<file path="src/common/mips_pkg.sv">
package mips_pkg;

  // fetch address after reset
  localparam logic [31:0] reset_vector = 32'hbfc0_0000;

  // primary opcodes
  localparam logic [5:0] op_special = 6'h00;
  localparam logic [5:0] op_j       = 6'h02;
  localparam logic [5:0] op_jal     = 6'h03;
  localparam logic [5:0] op_beq     = 6'h04;
  localparam logic [5:0] op_bne     = 6'h05;
  localparam logic [5:0] op_addiu   = 6'h09;
  localparam logic [5:0] op_slti    = 6'h0a;
  localparam logic [5:0] op_andi    = 6'h0c;
  localparam logic [5:0] op_ori     = 6'h0d;
  localparam logic [5:0] op_xori    = 6'h0e;
  localparam logic [5:0] op_lui     = 6'h0f;
  localparam logic [5:0] op_lw      = 6'h23;
  localparam logic [5:0] op_sw      = 6'h2b;

  // function codes under op_special
  localparam logic [5:0] fn_sll   = 6'h00;
  localparam logic [5:0] fn_srl   = 6'h02;
  localparam logic [5:0] fn_sra   = 6'h03;
  localparam logic [5:0] fn_jr    = 6'h08;
  localparam logic [5:0] fn_mfhi  = 6'h10;
  localparam logic [5:0] fn_mthi  = 6'h11;
  localparam logic [5:0] fn_mflo  = 6'h12;
  localparam logic [5:0] fn_mtlo  = 6'h13;
  localparam logic [5:0] fn_multu = 6'h19;
  localparam logic [5:0] fn_addu  = 6'h21;
  localparam logic [5:0] fn_subu  = 6'h23;
  localparam logic [5:0] fn_and   = 6'h24;
  localparam logic [5:0] fn_or    = 6'h25;
  localparam logic [5:0] fn_xor   = 6'h26;
  localparam logic [5:0] fn_slt   = 6'h2a;
  localparam logic [5:0] fn_sltu  = 6'h2b;

  // alu operations
  localparam logic [3:0] alu_add  = 4'd0;
  localparam logic [3:0] alu_sub  = 4'd1;
  localparam logic [3:0] alu_and  = 4'd2;
  localparam logic [3:0] alu_or   = 4'd3;
  localparam logic [3:0] alu_xor  = 4'd4;
  localparam logic [3:0] alu_nor  = 4'd5;
  localparam logic [3:0] alu_slt  = 4'd6;
  localparam logic [3:0] alu_sltu = 4'd7;
  localparam logic [3:0] alu_sll  = 4'd8;
  localparam logic [3:0] alu_srl  = 4'd9;
  localparam logic [3:0] alu_sra  = 4'd10;
  localparam logic [3:0] alu_lui  = 4'd11;

  // one instruction word, three encodings
  typedef union packed {
    struct packed {
      logic [5:0] op;
      logic [4:0] rs;
      logic [4:0] rt;
      logic [4:0] rd;
      logic [4:0] shamt;
      logic [5:0] funct;
    } r;
    struct packed {
      logic [5:0]  op;
      logic [4:0]  rs;
      logic [4:0]  rt;
      logic [15:0] imm;
    } i;
    struct packed {
      logic [5:0]  op;
      logic [25:0] target;
    } j;
  } instr_t;

endpackage

</file>
<file path="src/source/control.sv">
`timescale 1ns/1ps

module control import mips_pkg::*; (
  input  instr_t     instr,
  input  logic       step,
  output logic [3:0] alu_op,
  output logic       alu_src,
  output logic       imm_zero,
  output logic       dest_rd,
  output logic       link,
  output logic       reg_write,
  output logic       mem_to_reg,
  output logic       hi_to_reg,
  output logic       lo_to_reg,
  output logic       hi_write,
  output logic       lo_write,
  output logic       mult_start,
  output logic       branch,
  output logic       branch_ne,
  output logic       jump,
  output logic       jump_reg,
  output logic       data_read,
  output logic       data_write
);

  // ungated enables, qualified by step below
  logic wr_reg, wr_hi, wr_lo, mult, rd_mem, wr_mem;

  always_comb begin
    alu_op     = alu_add;
    alu_src    = 1'b0;
    imm_zero   = 1'b0;
    dest_rd    = 1'b0;
    link       = 1'b0;
    mem_to_reg = 1'b0;
    hi_to_reg  = 1'b0;
    lo_to_reg  = 1'b0;
    branch     = 1'b0;
    branch_ne  = 1'b0;
    jump       = 1'b0;
    jump_reg   = 1'b0;
    wr_reg     = 1'b0;
    wr_hi      = 1'b0;
    wr_lo      = 1'b0;
    mult       = 1'b0;
    rd_mem     = 1'b0;
    wr_mem     = 1'b0;
    case (instr.r.op)
      op_special: begin
        dest_rd = 1'b1;
        case (instr.r.funct)
          fn_addu:  begin alu_op = alu_add;  wr_reg = 1'b1; end
          fn_subu:  begin alu_op = alu_sub;  wr_reg = 1'b1; end
          fn_and:   begin alu_op = alu_and;  wr_reg = 1'b1; end
          fn_or:    begin alu_op = alu_or;   wr_reg = 1'b1; end
          fn_xor:   begin alu_op = alu_xor;  wr_reg = 1'b1; end
          fn_slt:   begin alu_op = alu_slt;  wr_reg = 1'b1; end
          fn_sltu:  begin alu_op = alu_sltu; wr_reg = 1'b1; end
          fn_sll:   begin alu_op = alu_sll;  wr_reg = 1'b1; end
          fn_srl:   begin alu_op = alu_srl;  wr_reg = 1'b1; end
          fn_sra:   begin alu_op = alu_sra;  wr_reg = 1'b1; end
          fn_jr:    jump_reg = 1'b1;
          fn_multu: mult = 1'b1;
          fn_mfhi:  begin hi_to_reg = 1'b1; wr_reg = 1'b1; end
          fn_mflo:  begin lo_to_reg = 1'b1; wr_reg = 1'b1; end
          fn_mthi:  wr_hi = 1'b1;
          fn_mtlo:  wr_lo = 1'b1;
          default:  dest_rd = 1'b0;
        endcase
      end
      op_addiu: begin alu_src = 1'b1; wr_reg = 1'b1; end
      op_slti:  begin alu_op = alu_slt; alu_src = 1'b1; wr_reg = 1'b1; end
      op_andi:  begin alu_op = alu_and; alu_src = 1'b1; imm_zero = 1'b1; wr_reg = 1'b1; end
      op_ori:   begin alu_op = alu_or;  alu_src = 1'b1; imm_zero = 1'b1; wr_reg = 1'b1; end
      op_xori:  begin alu_op = alu_xor; alu_src = 1'b1; imm_zero = 1'b1; wr_reg = 1'b1; end
      op_lui:   begin alu_op = alu_lui; alu_src = 1'b1; imm_zero = 1'b1; wr_reg = 1'b1; end
      op_lw:    begin alu_src = 1'b1; mem_to_reg = 1'b1; rd_mem = 1'b1; wr_reg = 1'b1; end
      op_sw:    begin alu_src = 1'b1; wr_mem = 1'b1; end
      // compare rs with rt for branches
      op_beq:   begin alu_op = alu_sub; branch = 1'b1; end
      op_bne:   begin alu_op = alu_sub; branch = 1'b1; branch_ne = 1'b1; end
      op_j:     jump = 1'b1;
      op_jal:   begin jump = 1'b1; link = 1'b1; wr_reg = 1'b1; end
      default:  ;
    endcase
  end

  assign reg_write  = wr_reg & step;
  assign hi_write   = wr_hi & step;
  assign lo_write   = wr_lo & step;
  assign mult_start = mult & step;
  assign data_read  = rd_mem & step;
  assign data_write = wr_mem & step;

endmodule

</file>
<file path="config.mk">
export PLATFORM = sky130hd
export DESIGN_NAME = control
export DESIGN_NICKNAME = d
export VERILOG_FILES = /design/src/common/mips_pkg.sv /design/src/source/control.sv
export SDC_FILE = /design/constraint.sdc
export NUM_CORES = 1
export LEC_CHECK = 0
export ABC_AREA = 0
export CORE_AREA = 10 10 47 49
export DETAILED_ROUTE_END_ITERATION = 10
export DIE_AREA = 0 0 57 59
export DONT_BUFFER_PORTS = 1
export MAX_ROUTING_LAYER = met4
export SKIP_LAST_GASP = 1
export SYNTH_ARGS = -nofsm -noshare
export SYNTH_HDL_FRONTEND = slang
export SYNTH_SLANG_ARGS = --single-unit
</file>
<file path="constraint.sdc">
create_clock -name vclk -period 1.1
set_clock_uncertainty 0.1 [all_clocks]
set_input_delay 0 -clock vclk [all_inputs]
set_output_delay 0 -clock vclk [all_outputs]
set_load 0.03 [all_outputs]
</file>
==> impl_metrics.json <==
{
  "n_sequential_cell": 0,
  "tightest_slew_ns": 0.4164,
  "min_period_ns": 1.134,
  "postCtsSetupBuffers": 0,
  "die_area_sq_mm": 0.003363,
  "ys_warn_count": 0,
  "antenna_found_initial": 0,
  "synthAdderAreaFrac_pct": 0,
  "drc": 0,
  "wl_per_cell_microns": 16.62,
  "dp_hpwl_mm": 1.660,
  "hold_depth": 2,
  "crit_chain": "nor4_4 > nand3b_1 > o21bai_2 > o22ai_2 > buf_6",
  "num_rows": 14,
  "finalWeightedCongestion": 0.8166,
  "drtAntennaViolNets": 0,
  "grt_pass1_vias": 736,
  "drt-initial-drc-count": 18,
  "synth_xor_area_share_pct": 2.682,
  "synth.avg_cell_area_sq_um": 6.280,
  "mostFrequentLayoutCell": "buf_4",
  "fill_cells": 116,
  "timing.fmax_mhz": 881.9,
  "netlist_top_cells_area": "nor2_1 5.7%, nor2b_1 5.7%, a21oi_1 5.4%",
  "regArea_sq_um": 0,
  "leakagePower_uw": 0.0003136,
  "vias": 806,
  "synthCells": 104,
  "grt_use_total_pct": 12.14,
  "synth_mux_area_share_pct": 1.533,
  "failed_checks": "negative setup slack",
  "final_cell_mix": "13 x buf_4, 7 x nor2_1, 6 x nand2_1, 6 x nor2b_1, 6 x a21oi_1",
  "multiInputGateArea_sq_um": 729.5,
  "routed_via_density": 6.248,
  "drt_first_pass_iters": 4,
  "io_buffer_count": 0,
  "min_to": "hi_to_reg",
  "finalSetupTns_ns": -0.07685,
  "grt_setup_unrepaired": "true",
  "cp_data_required_time_ns": 1.00,
  "synth_top_family_by_area": "simple AND/OR/NAND/NOR gates",
  "drt_wl_total_mm": 2.144,
  "antenna_cells": 0,
  "synthSimpleGateAreaFrac_pct": 54.79,
  "slew_viol_final": 0,
  "start_util_pct": 46.61,
  "drv_cap": 0,
  "max_stage_delay_ns": 0.28,
  "crit_type": "input port to output port",
  "holdCritStartpoint": "instr[1]",
  "final_nets": 148,
  "io-pin-count": 54,
  "drive_gt1_share_pct": 39.82,
  "synth_top_area_share_pct": 5.747,
  "power_density_mw_per_mm2": 190.8,
  "grt-ovfl-total": 0,
  "yosysUniqueCellTypes": 42,
  "die_h_microns": 59,
  "setup_ws_ns": -0.03390,
  "peakVddDrop_v": 0.0001025,
  "grt_max_degree": 17,
  "final-setup-viol-count": 3,
  "die_w_microns": 57,
  "status": "finished, violations left",
  "nClkBuffers": 0,
  "final_util_pct": 68.04,
  "syn2layout_area_growth_pct": 45.98,
  "grt_pass1_wl_mm": 3.567,
  "synth_top_cell_by_area": "nor2_1",
  "max_slew_margin_pct": 72.12,
  "finalCritPeriodShare_pct": 103.1,
  "cp_max_fo": 8,
  "hold_class": "input port to output port",
  "synth_compound_area_share_pct": 28.74,
  "end_kind": "output port",
  "syn_nets": 137,
  "ys_seq_area_share_pct": 0,
  "core_area_sq_mm": 0.001401,
  "cpMaxStageDelayCell": "nor4_4",
  "arrival_ns": 1.03,
  "netlist_area_sq_um": 653.1,
  "worstSetupStartpointType": "input port",
  "finalHoldViolCount": 0
}
==> how the worst max path moves through the flow <==
stage                      endpoint  startpoint  cells past startpoint  slack, ns
after floorplan            jump_reg   instr[31]                      4      -0.14
after global placement    alu_op[0]    instr[0]                      5      -0.03
after detailed placement  alu_op[0]   instr[27]                      5      -0.05
after CTS                 alu_op[0]   instr[30]                      5      -0.04
after global routing      alu_op[0]   instr[30]                      5      -0.13
final                     alu_op[0]   instr[30]                      5      -0.03
==> critical path, delay by kind of cell <==
family,cells,cell delay [ns]
AO/OA/AOI/OAI,2,0.45
buffers and inverters,1,0.15
AND/OR/NAND/NOR,2,0.43
==> cell families (layout without fill, tap and decap cells) <==
family / Yosys count / after routing
muxes: 1 / 1
buffers and inverters: 14 / 23
AOI/OAI and AO/OA: 28 / 28
and+or+nand+nor: 59 / 59
xor gates and xnor gates: 2 / 2
==> cell usage after synthesis (3+ instances only) <==
cell      count
a21oi_1       7
nand2_1       6
and3_1        3
nand3_1       6
nor2_1       10
nor3b_1       4
nor3_1        6
nand2b_1      4
o21ai_0       4
nand3b_1      3
clkbuf_1      3
buf_2         4
o21ai_1       4
nor2b_1       6
==> power by group <==
part           leakage, uW  switching (uW)  internal (uW)  total [uW]
Sequential               0               0              0           0
Clock                    0               0              0           0
Combinational     0.000314            96.9           85.1         182
Total             0.000314            96.9           85.1         182
==> metrics by stage <==
step                      instance area (sq um)  hold WS, ns  power, uW  setup slack, ns  instances
after global placement                    882.1     -0.03697      168.9         -0.02916        128
final                                     953.4      0.04021      181.9         -0.03390        129
after floorplan                           767.0     -0.04277      199.6          -0.1415        104
after global routing                      953.4      0.04068      199.7          -0.1335        129
after CTS                                 913.4      0.05364      178.1         -0.04096        129
after detailed placement                  882.1     -0.03662      170.7         -0.04644        128
==> layout make-up <==
type               count  area share (%)
inverters              3           1.181
multi-input cells     90           76.51
well taps             16           2.100
repair buffers        20           20.21
==> layer usage <==
metal	wire [microns]	global-route usage [%]	vias up
met1	909	15.38	374
met3	168	3.004	0
met5	0	-	-
met4	0	0	0
met2	1066	20.16	29
li1	-	-	403
==> timing repair <==
action | in CTS | in global routing
endpoints found under the hold margin | 1 | 0
resized for setup | 3 | 8
hold buffers | 1 | 0
endpoints found under the setup margin | 4 | 10
pin swaps | 3 | 4
Power figures use the tool's default switching activity.
