===== src/common/mips_pkg.sv =====
package mips_pkg;

  // fetch address after reset
  localparam logic [31:0] reset_vector = 32'hbfc0_0000;

  // primary opcodes
  localparam logic [5:0] op_special = 6'h00;
  localparam logic [5:0] op_j       = 6'h02;
  localparam logic [5:0] op_jal     = 6'h03;
  localparam logic [5:0] op_beq     = 6'h04;
  localparam logic [5:0] op_bne     = 6'h05;
  localparam logic [5:0] op_addiu   = 6'h09;
  localparam logic [5:0] op_slti    = 6'h0a;
  localparam logic [5:0] op_andi    = 6'h0c;
  localparam logic [5:0] op_ori     = 6'h0d;
  localparam logic [5:0] op_xori    = 6'h0e;
  localparam logic [5:0] op_lui     = 6'h0f;
  localparam logic [5:0] op_lw      = 6'h23;
  localparam logic [5:0] op_sw      = 6'h2b;

  // function codes under op_special
  localparam logic [5:0] fn_sll   = 6'h00;
  localparam logic [5:0] fn_srl   = 6'h02;
  localparam logic [5:0] fn_sra   = 6'h03;
  localparam logic [5:0] fn_jr    = 6'h08;
  localparam logic [5:0] fn_mfhi  = 6'h10;
  localparam logic [5:0] fn_mthi  = 6'h11;
  localparam logic [5:0] fn_mflo  = 6'h12;
  localparam logic [5:0] fn_mtlo  = 6'h13;
  localparam logic [5:0] fn_multu = 6'h19;
  localparam logic [5:0] fn_addu  = 6'h21;
  localparam logic [5:0] fn_subu  = 6'h23;
  localparam logic [5:0] fn_and   = 6'h24;
  localparam logic [5:0] fn_or    = 6'h25;
  localparam logic [5:0] fn_xor   = 6'h26;
  localparam logic [5:0] fn_slt   = 6'h2a;
  localparam logic [5:0] fn_sltu  = 6'h2b;

  // alu operations
  localparam logic [3:0] alu_add  = 4'd0;
  localparam logic [3:0] alu_sub  = 4'd1;
  localparam logic [3:0] alu_and  = 4'd2;
  localparam logic [3:0] alu_or   = 4'd3;
  localparam logic [3:0] alu_xor  = 4'd4;
  localparam logic [3:0] alu_nor  = 4'd5;
  localparam logic [3:0] alu_slt  = 4'd6;
  localparam logic [3:0] alu_sltu = 4'd7;
  localparam logic [3:0] alu_sll  = 4'd8;
  localparam logic [3:0] alu_srl  = 4'd9;
  localparam logic [3:0] alu_sra  = 4'd10;
  localparam logic [3:0] alu_lui  = 4'd11;

  // one instruction word, three encodings
  typedef union packed {
    struct packed {
      logic [5:0] op;
      logic [4:0] rs;
      logic [4:0] rt;
      logic [4:0] rd;
      logic [4:0] shamt;
      logic [5:0] funct;
    } r;
    struct packed {
      logic [5:0]  op;
      logic [4:0]  rs;
      logic [4:0]  rt;
      logic [15:0] imm;
    } i;
    struct packed {
      logic [5:0]  op;
      logic [25:0] target;
    } j;
  } instr_t;

endpackage


===== src/execute/mult_unit.sv =====
`timescale 1ns/1ps

module mult_unit import mips_pkg::*; (
  input  logic        clk,
  input  logic        reset,
  input  logic        mult_start,
  input  logic        hi_write,
  input  logic        lo_write,
  input  logic [31:0] a,
  input  logic [31:0] b,
  output logic [31:0] hi,
  output logic [31:0] lo
);

  logic [63:0] product;

  // unsigned only, multu
  assign product = {32'd0, a} * {32'd0, b};

  always_ff @(posedge clk) begin
    if (reset) begin
      hi <= 32'h0000_0000;
      lo <= 32'h0000_0000;
    end else if (mult_start) begin
      hi <= product[63:32];
      lo <= product[31:0];
    end else begin
      // mthi / mtlo each load one half
      if (hi_write)
        hi <= a;
      if (lo_write)
        lo <= a;
    end
  end

endmodule


===== config.mk =====
export PLATFORM = sky130hd
export DESIGN_NAME = mult_unit
export DESIGN_NICKNAME = d
export VERILOG_FILES = /design/src/common/mips_pkg.sv /design/src/execute/mult_unit.sv
export SDC_FILE = /design/constraint.sdc
export NUM_CORES = 2
export LEC_CHECK = 0
export ABC_AREA = 0
export BUFFER_PORTS_ARGS = -buffer_cell sky130_fd_sc_hd__buf_2
export CAP_MARGIN = 20
export CORE_ASPECT_RATIO = 1.1
export CORE_UTILIZATION = 26
export CTS_BUF_LIST = sky130_fd_sc_hd__clkbuf_8
export DETAILED_ROUTE_END_ITERATION = 6
export HOLD_SLACK_MARGIN = 0.1
export PLACE_DENSITY = 0.49
export SYNTH_ARGS = -nofsm -noshare
export SYNTH_HDL_FRONTEND = slang
export SYNTH_SLANG_ARGS = --single-unit

===== constraint.sdc =====
create_clock -name clk -period 10 [get_ports clk]
set_input_delay 0.5 -clock clk [delete_from_list [all_inputs] [get_ports clk]]
set_output_delay 0.5 -clock clk [all_outputs]
set_load 0.01 [all_outputs]

==> summary.md <==
The die is 393 µm tall. STA classifies the critical path endpoint as a flop. Summed over all layers, the routed wires come to 111000 µm. Global routing consumed, over all layers together, 16.4% of the routing resources. The maximum fanout along the worst path works out to 34. After detailed routing, the met3 layer carries 3670 µm of wire. Path type of the worst min-delay path: flop to flop. Cts-stage hold buffer count: 0.

The final critical path takes up 85.4% of the cycle. The logs give 8750 ps for the critical path arrival and 0.138 mm² for the area of the core region. For this run, design rule violations remaining after detail routing come to 0. Worst min-delay path startpoint: lo[0]$_SDFFE_PP0P_. Cells with a size suffix above 1 make up 4.80% of the layout. In the synthesized netlist, the number of instances is 3989. The detailed router put a total of 45700 µm of wire on met1. Before CTS, the worst setup slack after placement is 1170 ps.

After global routing the overflow that remains totals 0. For this block, the via count after detailed routing is 26239. The growth of design area from synthesis to finish works out to 6.68%. The most frequently used flop master after synthesis is sky130_fd_sc_hd__dfxtp_1. Yosys mapped a number of flops with a built-in enable equal to 0.

For the detailed-router iteration count before antenna repair, the log shows 6. The tools report the full die area as 0.140 mm². For the finished layout, the period the worst path requires is 8540 ps. After detailed placement, the design holds a cell count of 5717.

For the first-pass GRT wire length, the log shows 176000 µm. The average footprint of a synthesized cell was 9.05 µm². The total I/O pin count came out at 133. The flow ran to the end, and the final reports show no timing, DRC or antenna violations. Across all setup checks in the final design, the least slack found is 1460 ps.

The placement row count is 143, and the critical path's largest stage delay is 790 ps. The tools report the worst max-slew margin expressed relative to the limit as 26.5%. In this run the clock root is driven by a sky130_fd_sc_hd__clkbuf_8. The tools report the number of antenna violations at the first check in global routing as 14. Measured in cells, the most critical reg-to-reg path has a length of 4. In this run, distinct cell masters in the synthesized netlist total 63.

Sequential elements use 3.55% of the synthesized area. TritonCTS built the clock tree. For the largest net degree at the start of global routing, the log shows 62.

The horizontal extent of the die came out at 357 µm. The detail route stage leaves a number of antenna-violating nets equal to 0. Summing every instance area after synthesis gives 0.0361 mm².

The sink of the worst hold path is lo[0]$_SDFFE_PP0P_. Transition time of the tightest slew-check pin: 1100 ps. For this run, asynchronously set or reset flops after synthesis account for 0%.

The run gives 29576 as the via count of the first global-routing pass. For the worst-case clock buffer depth, the log shows 2. In the final design database the tool counted 5145 nets. The tools report the kind of launch point of the worst setup path as an input port. Excluding fillers, the count of instances in the completed layout stands at 5734.

The clock buffer count from CTS came out at 9. The tools report the required time of the critical path as 10210 ps. The startpoint of the worst-slack reg-to-reg timing path was hi[19]$_SDFFE_PP0P_.

For this design, the slowest cell found on the critical path is sky130_fd_sc_hd__buf_2. Summing all flip-flop and latch instances after layout gives 0.00128 mm². For the worst-skew pair, the clock arrives at the later sink with an insertion delay of 350 ps.

For the total number of clock tree sinks, the log shows 64. Post-detailed-route wirelength per cell: 19.3 µm. The capture point of the worst reg-to-reg path is hi[19]$_SDFFE_PP0P_.

The register-to-register setup slack was 8900 ps; the quantity of gates resized following cts was 0. The hold path depth is 2, and the final max-slew violation count is 0. The congestion estimate from routability-driven global placement came to 0.908. The total count of hold-check failures in the final report was 0; the sum of negative setup slack was 0 ps. Setup violations remaining at the end of the flow were counted as 0. After synthesis the netlist holds a flip-flop and latch count of 64. Counting every net in the synthesized netlist gives 5217. Static timing analysis puts the maximum clock frequency at 0.117 GHz.

The starting utilization of the core area is 26.2%, and the half-perimeter wire length of the detailed placement result is 90000 µm. Dividing the detail-routed via count by the number of cells gives 4.58. The detailed router finished its first iteration with 1317 violations. The final worst clock skew was 0 ps. Max-cap violation count: 0.

Summed over all nets, wire length on met2 after detailed routing comes to 58600 µm. The kind of critical path is input port to flop. The multi-input combinational cells in the finished layout cover a total of 0.0307 mm². The Yosys step of the flow raised 0 warnings. The clock-pin slew of the registers on the worst-case setup and hold paths is 70 ps.

The most prevalent standard cell on the critical path is sky130_fd_sc_hd__fa_1. Setup repair after global routing left no endpoint under its margin. Signal routing reaches up to met5. The signal on the critical path passes through buf_2 > and2_1 > fa_1 > fa_1 > inv_1 > fa_1 > fa_1 > inv_1 > fa_1 > fa_1 > fa_1 > fa_1 > ha_1 > nand2_1 > nor4_1 > nand2_1 > a211oi_1 > a211oi_2 > o31ai_2 > a41oi_1 > xor2_1 > o22ai_1. Once the clock tree was built, the setup fixing pass inserted 0 buffers. The number of fill cells was 14835; the quantity of I/O buffers inserted on ports was 132. In this run the number of H-tree levels came out at 3.
stage by stage:
| stage | instance area (µm²) | hold slack [ps] | utilization [%] |
|---|---|---|---|
| finish | 38500 | 508 | 27.9 |
| global route | 38500 | 546 | 27.9 |
| CTS | 38500 | 515 | 27.9 |
| detailed placement | 38300 | 498 | 27.8 |
| global placement | 38300 | 487 | 27.8 |
| floorplan | 36100 | 534 | - |
critical path: cells and delay by family:
family	cells	cell delay (ps)
AOI/OAI and AO/OA	5	1520
xor gates and xnor gates	1	300
adders and majority gates	9	4540
buffers and inverters	3	910
and+or+nand+nor	4	930
placed cells by master (no fill, tap or decap), types with 6 or more instances in the layout:
cell type,instances
sky130_fd_sc_hd__o21ai_1,11
sky130_fd_sc_hd__a21o_1,25
sky130_fd_sc_hd__a21oi_1,78
sky130_fd_sc_hd__o211ai_1,9
sky130_fd_sc_hd__nand4_1,19
sky130_fd_sc_hd__a211oi_1,84
sky130_fd_sc_hd__mux2i_1,22
sky130_fd_sc_hd__nor3_1,6
sky130_fd_sc_hd__o21bai_1,20
sky130_fd_sc_hd__buf_4,30
sky130_fd_sc_hd__buf_2,131
sky130_fd_sc_hd__dfxtp_1,64
sky130_fd_sc_hd__inv_1,856
sky130_fd_sc_hd__fa_1,896
sky130_fd_sc_hd__o22ai_1,14
sky130_fd_sc_hd__nand3_1,12
sky130_fd_sc_hd__nor2_1,51
sky130_fd_sc_hd__o21ai_0,29
sky130_fd_sc_hd__clkbuf_8,11
sky130_fd_sc_hd__o21a_1,10
sky130_fd_sc_hd__xor2_1,21
sky130_fd_sc_hd__and2_1,599
sky130_fd_sc_hd__nor2b_1,45
sky130_fd_sc_hd__nand2_1,495
sky130_fd_sc_hd__xnor2_1,35
sky130_fd_sc_hd__a31oi_1,7
sky130_fd_sc_hd__ha_1,263
synth_stat cells (3+ instances only):
cell                        number  share of area [%]
sky130_fd_sc_hd__nor4b_1         3              0.073
sky130_fd_sc_hd__buf_1           7              0.073
sky130_fd_sc_hd__nor3_1          6              0.083
sky130_fd_sc_hd__buf_2           4              0.055
sky130_fd_sc_hd__clkbuf_1      234                2.4
sky130_fd_sc_hd__fa_1          896                 50
sky130_fd_sc_hd__ha_1          263                9.1
sky130_fd_sc_hd__nand4_1        19               0.33
sky130_fd_sc_hd__a31oi_1         7               0.12
sky130_fd_sc_hd__xnor2_1        35               0.85
sky130_fd_sc_hd__nor2b_1        45               0.78
sky130_fd_sc_hd__and3_1          4              0.069
sky130_fd_sc_hd__a211oi_1       84                1.7
sky130_fd_sc_hd__a21boi_1        3              0.062
sky130_fd_sc_hd__o22ai_1        14               0.24
sky130_fd_sc_hd__nand3_1        12               0.17
sky130_fd_sc_hd__nand2_1       495                5.1
sky130_fd_sc_hd__a221oi_1        3              0.073
sky130_fd_sc_hd__o21ai_1        11               0.15
sky130_fd_sc_hd__a311oi_1        3              0.073
sky130_fd_sc_hd__a21oi_1        78                1.1
sky130_fd_sc_hd__inv_1         855                8.9
sky130_fd_sc_hd__mux2i_1        22               0.61
sky130_fd_sc_hd__dfxtp_1        64                3.5
sky130_fd_sc_hd__a2111oi_0       3              0.073
sky130_fd_sc_hd__and4_1          3              0.073
sky130_fd_sc_hd__o21bai_1       20               0.42
sky130_fd_sc_hd__a21o_1         25               0.52
sky130_fd_sc_hd__xor2_1         21               0.51
sky130_fd_sc_hd__o21a_1         10               0.21
sky130_fd_sc_hd__mux2_2          3              0.094
sky130_fd_sc_hd__or3_1           4              0.069
sky130_fd_sc_hd__a41oi_1         5               0.12
sky130_fd_sc_hd__and2_1        599                 10
sky130_fd_sc_hd__nor2_1         51               0.53
sky130_fd_sc_hd__o21ai_0        29               0.40
sky130_fd_sc_hd__nor4_1          5              0.087
sky130_fd_sc_hd__o211ai_1        9               0.19
cell type report:
cell class	count	area share [%]
Clock inverter	2	0.0227
Multi-Input combinational cell	2825	79.7
Inverter	855	8.33
Tap cell	1812	5.89
Clock buffer	11	0.393
Timing Repair Buffer	162	2.34
Antenna cell	3	0.0195
Sequential cell	64	3.33
cells by family (layout without fill, tap and decap cells):
| group | Yosys count | after routing | share of synthesized area (%) |
|---|---|---|---|
| other | 0 | 3 | 0 |
| and+or+nand+nor | 1258 | 1258 | 18.0 |
| buffers and inverters | 1100 | 1030 | 11.5 |
| DFF | 64 | 64 | 3.55 |
| muxes | 25 | 25 | 0.704 |
| AOI/OAI and AO/OA | 327 | 327 | 6.09 |
| adders and majority gates | 1159 | 1159 | 58.8 |
| xor gates and xnor gates | 56 | 56 | 1.36 |
routing by layer:
metal	global-route usage [%]	up-vias
met1	20.2	13921
met5	0	-
li1	-	11658
met4	3.88	2
met2	30.3	509
met3	1.43	149
worst max-delay path by stage:
stage,start,end,slack [ps]
floorplan,a[29],hi[26]$_SDFFE_PP0P_,2770
global placement,a[18],hi[23]$_SDFFE_PP0P_,1180
detailed placement,a[18],hi[23]$_SDFFE_PP0P_,1170
CTS,a[18],hi[23]$_SDFFE_PP0P_,1510
global route,a[18],hi[23]$_SDFFE_PP0P_,1130
finish,a[18],hi[23]$_SDFFE_PP0P_,1460
state kept, by name, summed over array words and instances, names as in the netlist:
signal and flops:
hi 32, lo 32
Power is not shown: default switching activity piles up to over one toggle a cycle in this logic, so the estimate is an artifact.
