<file path="config.mk">
export PLATFORM = sky130hd
export DESIGN_NAME = pc_unit
export DESIGN_NICKNAME = d
export VERILOG_FILES = /design/src/common/mips_pkg.sv /design/src/source/pc_unit.sv
export SDC_FILE = /design/constraint.sdc
export NUM_CORES = 1
export LEC_CHECK = 0
export ABC_CLOCK_PERIOD_IN_PS = 5400
export BUFFER_PORTS_ARGS = -buffer_cell sky130_fd_sc_hd__buf_4
export CORE_AREA = 2 2 132 70
export CTS_BUF_LIST = sky130_fd_sc_hd__clkbuf_4
export CTS_CLUSTER_SIZE = 14
export DETAILED_ROUTE_END_ITERATION = 8
export DIE_AREA = 0 0 134 72
export GPL_ROUTABILITY_DRIVEN = 1
export PLACE_DENSITY = 0.88
export SYNTH_ARGS = -nofsm -noshare
export SYNTH_HDL_FRONTEND = slang
export SYNTH_SLANG_ARGS = --single-unit
</file>
<file path="constraint.sdc">
create_clock -name clk -period 5.4 [get_ports clk]
set_input_delay 0.27 -clock clk [delete_from_list [all_inputs] [get_ports clk]]
set_output_delay 0.27 -clock clk [all_outputs]
set_load 0.02 [all_outputs]
</file>
<file path="src/common/mips_pkg.sv">
package mips_pkg;

  // fetch address after reset
  localparam logic [31:0] reset_vector = 32'hbfc0_0000;

  // primary opcodes
  localparam logic [5:0] op_special = 6'h00;
  localparam logic [5:0] op_j       = 6'h02;
  localparam logic [5:0] op_jal     = 6'h03;
  localparam logic [5:0] op_beq     = 6'h04;
  localparam logic [5:0] op_bne     = 6'h05;
  localparam logic [5:0] op_addiu   = 6'h09;
  localparam logic [5:0] op_slti    = 6'h0a;
  localparam logic [5:0] op_andi    = 6'h0c;
  localparam logic [5:0] op_ori     = 6'h0d;
  localparam logic [5:0] op_xori    = 6'h0e;
  localparam logic [5:0] op_lui     = 6'h0f;
  localparam logic [5:0] op_lw      = 6'h23;
  localparam logic [5:0] op_sw      = 6'h2b;

  // function codes under op_special
  localparam logic [5:0] fn_sll   = 6'h00;
  localparam logic [5:0] fn_srl   = 6'h02;
  localparam logic [5:0] fn_sra   = 6'h03;
  localparam logic [5:0] fn_jr    = 6'h08;
  localparam logic [5:0] fn_mfhi  = 6'h10;
  localparam logic [5:0] fn_mthi  = 6'h11;
  localparam logic [5:0] fn_mflo  = 6'h12;
  localparam logic [5:0] fn_mtlo  = 6'h13;
  localparam logic [5:0] fn_multu = 6'h19;
  localparam logic [5:0] fn_addu  = 6'h21;
  localparam logic [5:0] fn_subu  = 6'h23;
  localparam logic [5:0] fn_and   = 6'h24;
  localparam logic [5:0] fn_or    = 6'h25;
  localparam logic [5:0] fn_xor   = 6'h26;
  localparam logic [5:0] fn_slt   = 6'h2a;
  localparam logic [5:0] fn_sltu  = 6'h2b;

  // alu operations
  localparam logic [3:0] alu_add  = 4'd0;
  localparam logic [3:0] alu_sub  = 4'd1;
  localparam logic [3:0] alu_and  = 4'd2;
  localparam logic [3:0] alu_or   = 4'd3;
  localparam logic [3:0] alu_xor  = 4'd4;
  localparam logic [3:0] alu_nor  = 4'd5;
  localparam logic [3:0] alu_slt  = 4'd6;
  localparam logic [3:0] alu_sltu = 4'd7;
  localparam logic [3:0] alu_sll  = 4'd8;
  localparam logic [3:0] alu_srl  = 4'd9;
  localparam logic [3:0] alu_sra  = 4'd10;
  localparam logic [3:0] alu_lui  = 4'd11;

  // one instruction word, three encodings
  typedef union packed {
    struct packed {
      logic [5:0] op;
      logic [4:0] rs;
      logic [4:0] rt;
      logic [4:0] rd;
      logic [4:0] shamt;
      logic [5:0] funct;
    } r;
    struct packed {
      logic [5:0]  op;
      logic [4:0]  rs;
      logic [4:0]  rt;
      logic [15:0] imm;
    } i;
    struct packed {
      logic [5:0]  op;
      logic [25:0] target;
    } j;
  } instr_t;

endpackage

</file>
<file path="src/source/pc_unit.sv">
`timescale 1ns/1ps

module pc_unit import mips_pkg::*; (
  input  logic        clk,
  input  logic        reset,
  input  logic        clk_enable,
  input  instr_t      instr,
  input  logic [31:0] rs_data,
  input  logic        branch,
  input  logic        branch_ne,
  input  logic        equal,
  input  logic        jump,
  input  logic        jump_reg,
  output logic [31:0] instr_address,
  output logic [31:0] pc_plus4,
  output logic        active,
  output logic        step
);

  logic [31:0] pc;
  logic [31:0] branch_target;
  logic [31:0] jump_target;
  logic [31:0] next_pc;
  logic        branch_taken;

  // one instruction retires on each edge where this is high
  assign step = clk_enable & active & ~reset;

  assign pc_plus4      = pc + 32'd4;
  assign branch_target = pc_plus4 + {{14{instr.i.imm[15]}}, instr.i.imm, 2'b00};
  assign jump_target   = {pc_plus4[31:28], instr.j.target, 2'b00};

  // bne inverts the sense of the compare
  assign branch_taken = branch & (equal ^ branch_ne);

  always_comb begin
    if (jump_reg)
      next_pc = rs_data;
    else if (jump)
      next_pc = jump_target;
    else if (branch_taken)
      next_pc = branch_target;
    else
      next_pc = pc_plus4;
  end

  always_ff @(posedge clk) begin
    if (reset) begin
      pc     <= reset_vector;
      active <= 1'b1;
    end else if (step) begin
      pc <= next_pc;
      // landing on address zero halts the core
      if (next_pc == 32'h0000_0000)
        active <= 1'b0;
    end
  end

  assign instr_address = pc;

endmodule

</file>
==> flow_summary.yaml, run 1 <==
place:
  portBuffers: 131
  place_congestion: 0.981
  dp.cells: 868
  dp_hpwl_mm: 14.4
yosys:
  synth_edf_count: 0
  yosys_warnings: 0
  synth.distinct_cells: 65
  syn_area_per_cell_um2: 6.89
  syn_inst: 648
  synth_area_um2: 4460
  synth_top_area_share_pct: 14.8
  synth_top_area_cell: "dfxtp_1"
  async_flop_share_pct: 0
  netlist_top_cells_area: "dfxtp_1 (15%), ha_1 (10%), nand2_1 (7.1%), a21oi_1 (6.2%), nor2_1 (5.9%)"
  synth_nets: 757
  synth_ff_type: "dfxtp_1"
  synth.yosys.seq_area_share_pct: 14.8
  ys_ff_latch: 33
clock_network:
  clk_latency_ns: 0.34
  clock-sinks: 33
  clk_pin_slew_worst_paths_ns: 0.11
  htreeDepth: 2
  cts_buffers: 5
  hold_buffers: 0
  post_cts.repair.setup_buffers: 0
  cts-root-buf: "clkbuf_4"
  cts_resized: 0
  cts_buffer_depth: 2
  cts_tree: "built"
floorplanning:
  start_util_pct: 52.9
  io_pins: 138
  die_w_um: 134
  die_y_um: 72
  coreArea_um2: 8440
  fp.dieArea_um2: 9650
  row_count: 24
routing:
  drc: 0
  first_pass_iters: 6
  drt_iter0_drc: 735
  drtAntennaViolNets: 0
  route.vias.total: 5856
  drt_wl_total_mm: 18.4
  wl_per_cell_um: 21.0
  vias_per_cell: 6.69
power_and_ir_drop:
  leakage_uw: 0.00244
  ir_worst_vdd_mv: 0.100
  p_per_area_nw_per_um2: 182
sta:
  period_minus_slack_ns: 4.99
  report.final.hold_viol_count: 0
  fmax_mhz: 200
  period_share_pct: 92.4
  slew_headroom_pct: 44.1
  holdWs_ns: 0.232
  setup_viol: 0
  worst_pin_slew_ns: 0.835
  slew_viol_final: 0
  rsz0062_at_grt: "no"
  finClkSkew_ns: 0.0149
  finalSetupTns_ns: 0
outcome:
  outcome: "completed"
global_route:
  antenna_found_initial: 0
  grt_max_degree: 46
  grt_overflow_total: 0
  grt_pass1_vias: 5227
  grt_pass1_wl_mm: 27.9
  track_usage_pct: 37.1
flow_run:
  cap_violations: 0
final_layout:
  layout-drive-gt1-share_pct: 20.6
  num_antenna_cells: 0
  finish.utilization_pct: 65.7
  instances_no_fill: 875
  fin_nets: 867
  area_growth_syn_to_layout_pct: 24.3
worst_setup_path:
  critical_path_class: "flip-flop to flip-flop"
  end_kind: "flip-flop"
  critPathLaunchType: "flip-flop"
  arrival_ns: 5.22
  cp_max_fo: 7
  critPathRequiredTime_ns: 5.63
min_path:
  worst_hold_path_type: "input port to flip-flop"
## flip-flops by register name, summed over array words and instances, names as in the netlist
signal,cells
instr_address,32
active,1
## per-layer routing
layer	vias to the layer above	global-route usage (%)	share of wire, %
li1	2635	-	-
met1	2684	54.1	44
met2	483	53.7	40
met3	54	10.1	14
met4	0	9.57	2.3
met5	-	0	0
## layout make-up
type,instances,area (µm²)
Clock buffer,6,45.0
Clock inverter,1,3.75
Fill cell,779,2890
Inverter,18,67.6
Multi-Input combinational cell,564,3600
Sequential cell,33,661
Tap cell,117,146
Timing Repair Buffer,136,1020
## placed cells by master (no fill, tap or decap), drive strengths merged, types with 6 or more instances in the layout
cell      n
buf     136
nand2    84
nor2     70
a21oi    56
ha       36
o21ai    35
dfxtp    33
nand3    28
xnor2    27
nand4    21
xor2     20
inv      16
a211oi   16
o211ai   14
nor3     14
a21o     12
o22ai    11
a31oi    11
or3      10
and3      9
o221ai    7
o31ai     6
clkbuf    6
## cell usage after synthesis, types with 9 or more instances
library cell  instances
clkbuf_1             30
o22ai_1              11
a31oi_1              11
and3_1                9
o211ai_1             14
dfxtp_1              33
inv_1                16
xor2_1               20
nor2_1               70
nand3_1              28
o21ai_0              35
a211oi_1             15
or3_1                10
nor3_1               13
a21o_1               12
a21oi_1              55
nand4_1              21
ha_1                 36
nand2_1              84
xnor2_1              27
## where the power goes
group	total, µW	internal (µW)	switching [µW]	leakage, µW
combinational	581	224	357	0.00214
clock	137	52.3	84.3	0.0000292
sequential	291	262	29.5	0.000273
total	1010	538	471	0.00244
## per-stage QoR
step	cell area (µm²)	power [µW]	setup slack [ns]
final	5550	1010	0.409
after global routing	5550	1060	0.230
after CTS	5550	990	0.617
after detailed placement	5500	857	0.652
after global placement	5500	846	0.744
after floorplan	4460	651	1.15
## worst max-delay path: stages (launching register included)
cell       delay (ns)
dfxtp_1          0.49
ha_1             0.26
nand4_1          0.24
nor2_1           0.39
nand3_1          0.16
xnor2_1          0.48
ha_1             0.31
nand2_1          0.13
nor3_1           0.21
o311ai_1         0.25
a2111oi_2        0.70
o31ai_1          0.22
xnor2_1          0.16
o221ai_1         0.27
and4_1           0.25
and4b_1          0.27
a21oi_2          0.07
## cell families after synthesis
family | count (synthesis) | share of synthesized area, %
xor+xnor | 47 | 9.22
fa+ha+maj | 37 | 10.5
simple gates | 265 | 28.4
mux | 5 | 1.21
buf+inv | 51 | 4.48
compound gates | 210 | 31.3
flops | 33 | 14.8
## worst paths after layout
kind                      from           endpoint  slack (ns)  cells past startpoint
max           instr_address[2]             active        0.41                     16
max reg2reg   instr_address[2]             active        0.41                     16
min                 rs_data[1]   instr_address[1]        0.23                      3
min reg2reg  instr_address[17]  instr_address[17]        0.53                      2
No activity file was read; power rests on OpenSTA's default activity.
==> run 2, diff against run 1 <==
Settings changed: ABC_AREA set to 1, CORE_AREA 2 2 132 70 to 2 2 142 75, DIE_AREA 0 0 134 72 to 0 0 144 77, HOLD_SLACK_MARGIN set to 0.06, SLEW_MARGIN set to 30.
==> flow_summary.yaml, run 2 <==
yosys:
  yosys_warnings: 0
  syn_inst: 1036
  syn_area_per_cell_um2: 5.20
  synth_edf_count: 0
  synth_top_area_cell: "nand2_1"
  ys_ff_latch: 33
  synth_top_area_share_pct: 25.6
  synth_most_common_cell: "nand2_1"
  synth_ff_type: "dfxtp_1"
  async_flop_share_pct: 0
  synthTopCellsByCount: "nand2_1 (368), inv_1 (182), nand3_1 (104)"
  synth_area_um2: 5390
  synth_nets: 1145
  synth.distinct_cells: 41
  synth.yosys.seq_area_share_pct: 12.3
  netlist_top_cells_area: "nand2_1 (26%), inv_1 (13%), dfxtp_1 (12%), nand3_1 (9.7%), ha_1 (8.4%)"
final_layout:
  largest_register_ff_count: 32
  num_antenna_cells: 0
  final_cell_mix: "nand2_1 (368), inv_1 (182), buf_4 (133)"
  instances_no_fill: 1298
  seq_area_um2: 661
  multiInputGateArea_um2: 3930
  fin_nets: 1266
  area_growth_syn_to_layout_pct: 21.2
  nFillCells: 997
  design_area_um2: 6530
  final_common_cell: "nand2_1"
  layout-drive-gt1-share_pct: 15.3
floorplanning:
  die_y_um: 77
  fp.dieArea_um2: 11100
  row_count: 26
  die_w_um: 144
  io_pins: 138
  coreArea_um2: 9860
  start_util_pct: 54.7
clock_network:
  post_cts.repair.setup_buffers: 0
  htreeDepth: 2
  cts_resized: 0
  clk_latency_ns: 0.34
  cts_buffers: 5
  clk_pin_slew_worst_paths_ns: 0.10
  cts_buffer_depth: 2
  clock-sinks: 33
  cts-root-buf: "clkbuf_4"
  hold_buffers: 0
  cts_tree: "built"
worst_setup_path:
  critPathLaunchType: "flip-flop"
  critPathRequiredTime_ns: 5.64
  arrival_ns: 4.41
  timing.reg2reg.setup_slack_ns: 1.24
  end_kind: "flip-flop"
  critical_path_class: "flip-flop to flip-flop"
  rr_worst_depth: 23
  cp_max_fo: 7
routing:
  first_pass_iters: 6
  drt_iter0_drc: 1025
  drc: 0
  route.vias.total: 7176
  drtAntennaViolNets: 0
  wl_per_cell_um: 15.8
  drt_wl_total_mm: 20.5
  vias_per_cell: 5.53
place:
  dp_hpwl_mm: 17.0
  dp.cells: 1290
  portBuffers: 131
  place_congestion: 1.05
  place_area_um2: 6470
sta:
  worst_pin_slew_ns: 0.751
  setup_viol: 0
  period_minus_slack_ns: 4.16
  finClkSkew_ns: 0.00832
  fmax_mhz: 240
  rsz0062_at_grt: "no"
  slew_headroom_pct: 49.9
  slew_viol_final: 0
  period_share_pct: 77.1
  finalSetupTns_ns: 0
  report.final.hold_viol_count: 0
power_and_ir_drop:
  ir_worst_vdd_mv: 0.128
  comb_power_share_pct: 58.9
  pwr-share-seq_pct: 27.1
  swShare_pct: 48.8
  intPower_uw: 552
  leakage_uw: 0.00376
  pwr-share-clk_pct: 14.0
  p_sw_uw: 526
  p_per_area_nw_per_um2: 165
global_route:
  track_usage_pct: 36.5
  grt_max_degree: 48
  grt_pass1_wl_mm: 31.7
  antenna_found_initial: 0
  grt_pass1_vias: 6174
  grt_overflow_total: 0
outcome:
  outcome: "completed"
flow_run:
  cap_violations: 0
min_path:
  worst_hold_path_type: "input port to flip-flop"
  holdPathStages: 4
[run 2: changes by cell type after synthesis, moves of 11 or more]
cell / delta
nand2_1: +284
inv_1: +166
nand3_1: +76
nor2_1: +29
xnor2_1: -25
clkbuf_1: -24
a211oi_1: -15
a21o_1: -12
a31oi_1: -11
o211ai_1: -11
xor2_1: -11
[run 2: per-stage QoR]
step | power [µW] | setup slack, ns | util [%] | hold slack, ns
6_report | 1080 | 1.24 | 66.3 | 0.216
5_1_grt | 1150 | 0.856 | 66.3 | 0.229
4_1_cts | 1050 | 1.39 | 66.3 | 0.206
3_5_place_dp | 904 | 1.42 | 65.7 | 0.474
3_3_place_gp | 893 | 1.53 | 65.7 | 0.460
2_1_floorplan | 685 | 2.05 | - | 0.418
[run 2: logic make-up (layout without fill, tap and decap cells)]
family                     Yosys count  in the layout  synth area share (%)
and+or+nand+nor                    629            629                  49.7
buffers and inverters              207            329                  14.7
AOI/OAI and AO/OA                  118            118                  12.4
xor gates and xnor gates            12             12                  2.09
adders and majority gates           37             37                  8.73
DFF                                 33             33                  12.3
[run 2: area by class of cell]
| class | instances | area share, % |
|---|---|---|
| tap | 140 | 2.68 |
| timing repair buffer | 133 | 15.3 |
| clock buffer | 8 | 0.919 |
| multi-input combinational | 796 | 60.2 |
| inverter | 188 | 10.8 |
| sequential | 33 | 10.1 |
[run 2: power groups by stage]
stage	clock [µW]	combinational [µW]	sequential, µW
global route	163	692	294
CTS	150	612	290
global placement	0	598	295
floorplan	0	376	309
finish	151	635	292
detailed placement	0	609	295
[run 2: path summary, 6_finish.rpt]
path	startpoint	end
worst max-delay path	instr_address[2]	active
worst min-delay path	reset	instr_address[2]
worst max register to register	instr_address[2]	active
worst min register to register	active	active
[run 2: metal layers]
layer,vias up,wire [µm],track usage (%)
li1,3496,-,-
met1,3170,9280,57.0
met2,487,7760,48.4
met3,23,3240,11.7
met4,0,179,4.71
met5,-,0,0
[run 2: worst max-delay path, stage by stage, from the launching register on]
cell	delay (ns)
dfxtp_1	0.56
ha_1	0.39
nand3_1	0.15
inv_2	0.15
nand2_4	0.06
nor2_2	0.14
xor2_1	0.23
inv_1	0.15
ha_1	0.41
nand2_1	0.09
inv_1	0.08
nand2_1	0.07
nor2_1	0.19
nand3_1	0.13
nand4_1	0.11
nand3_1	0.10
a21boi_1	0.33
nand2_1	0.13
nor2_2	0.12
nand2_1	0.05
nor2_1	0.10
nand3_1	0.17
nand2_1	0.10
nand2_1	0.05
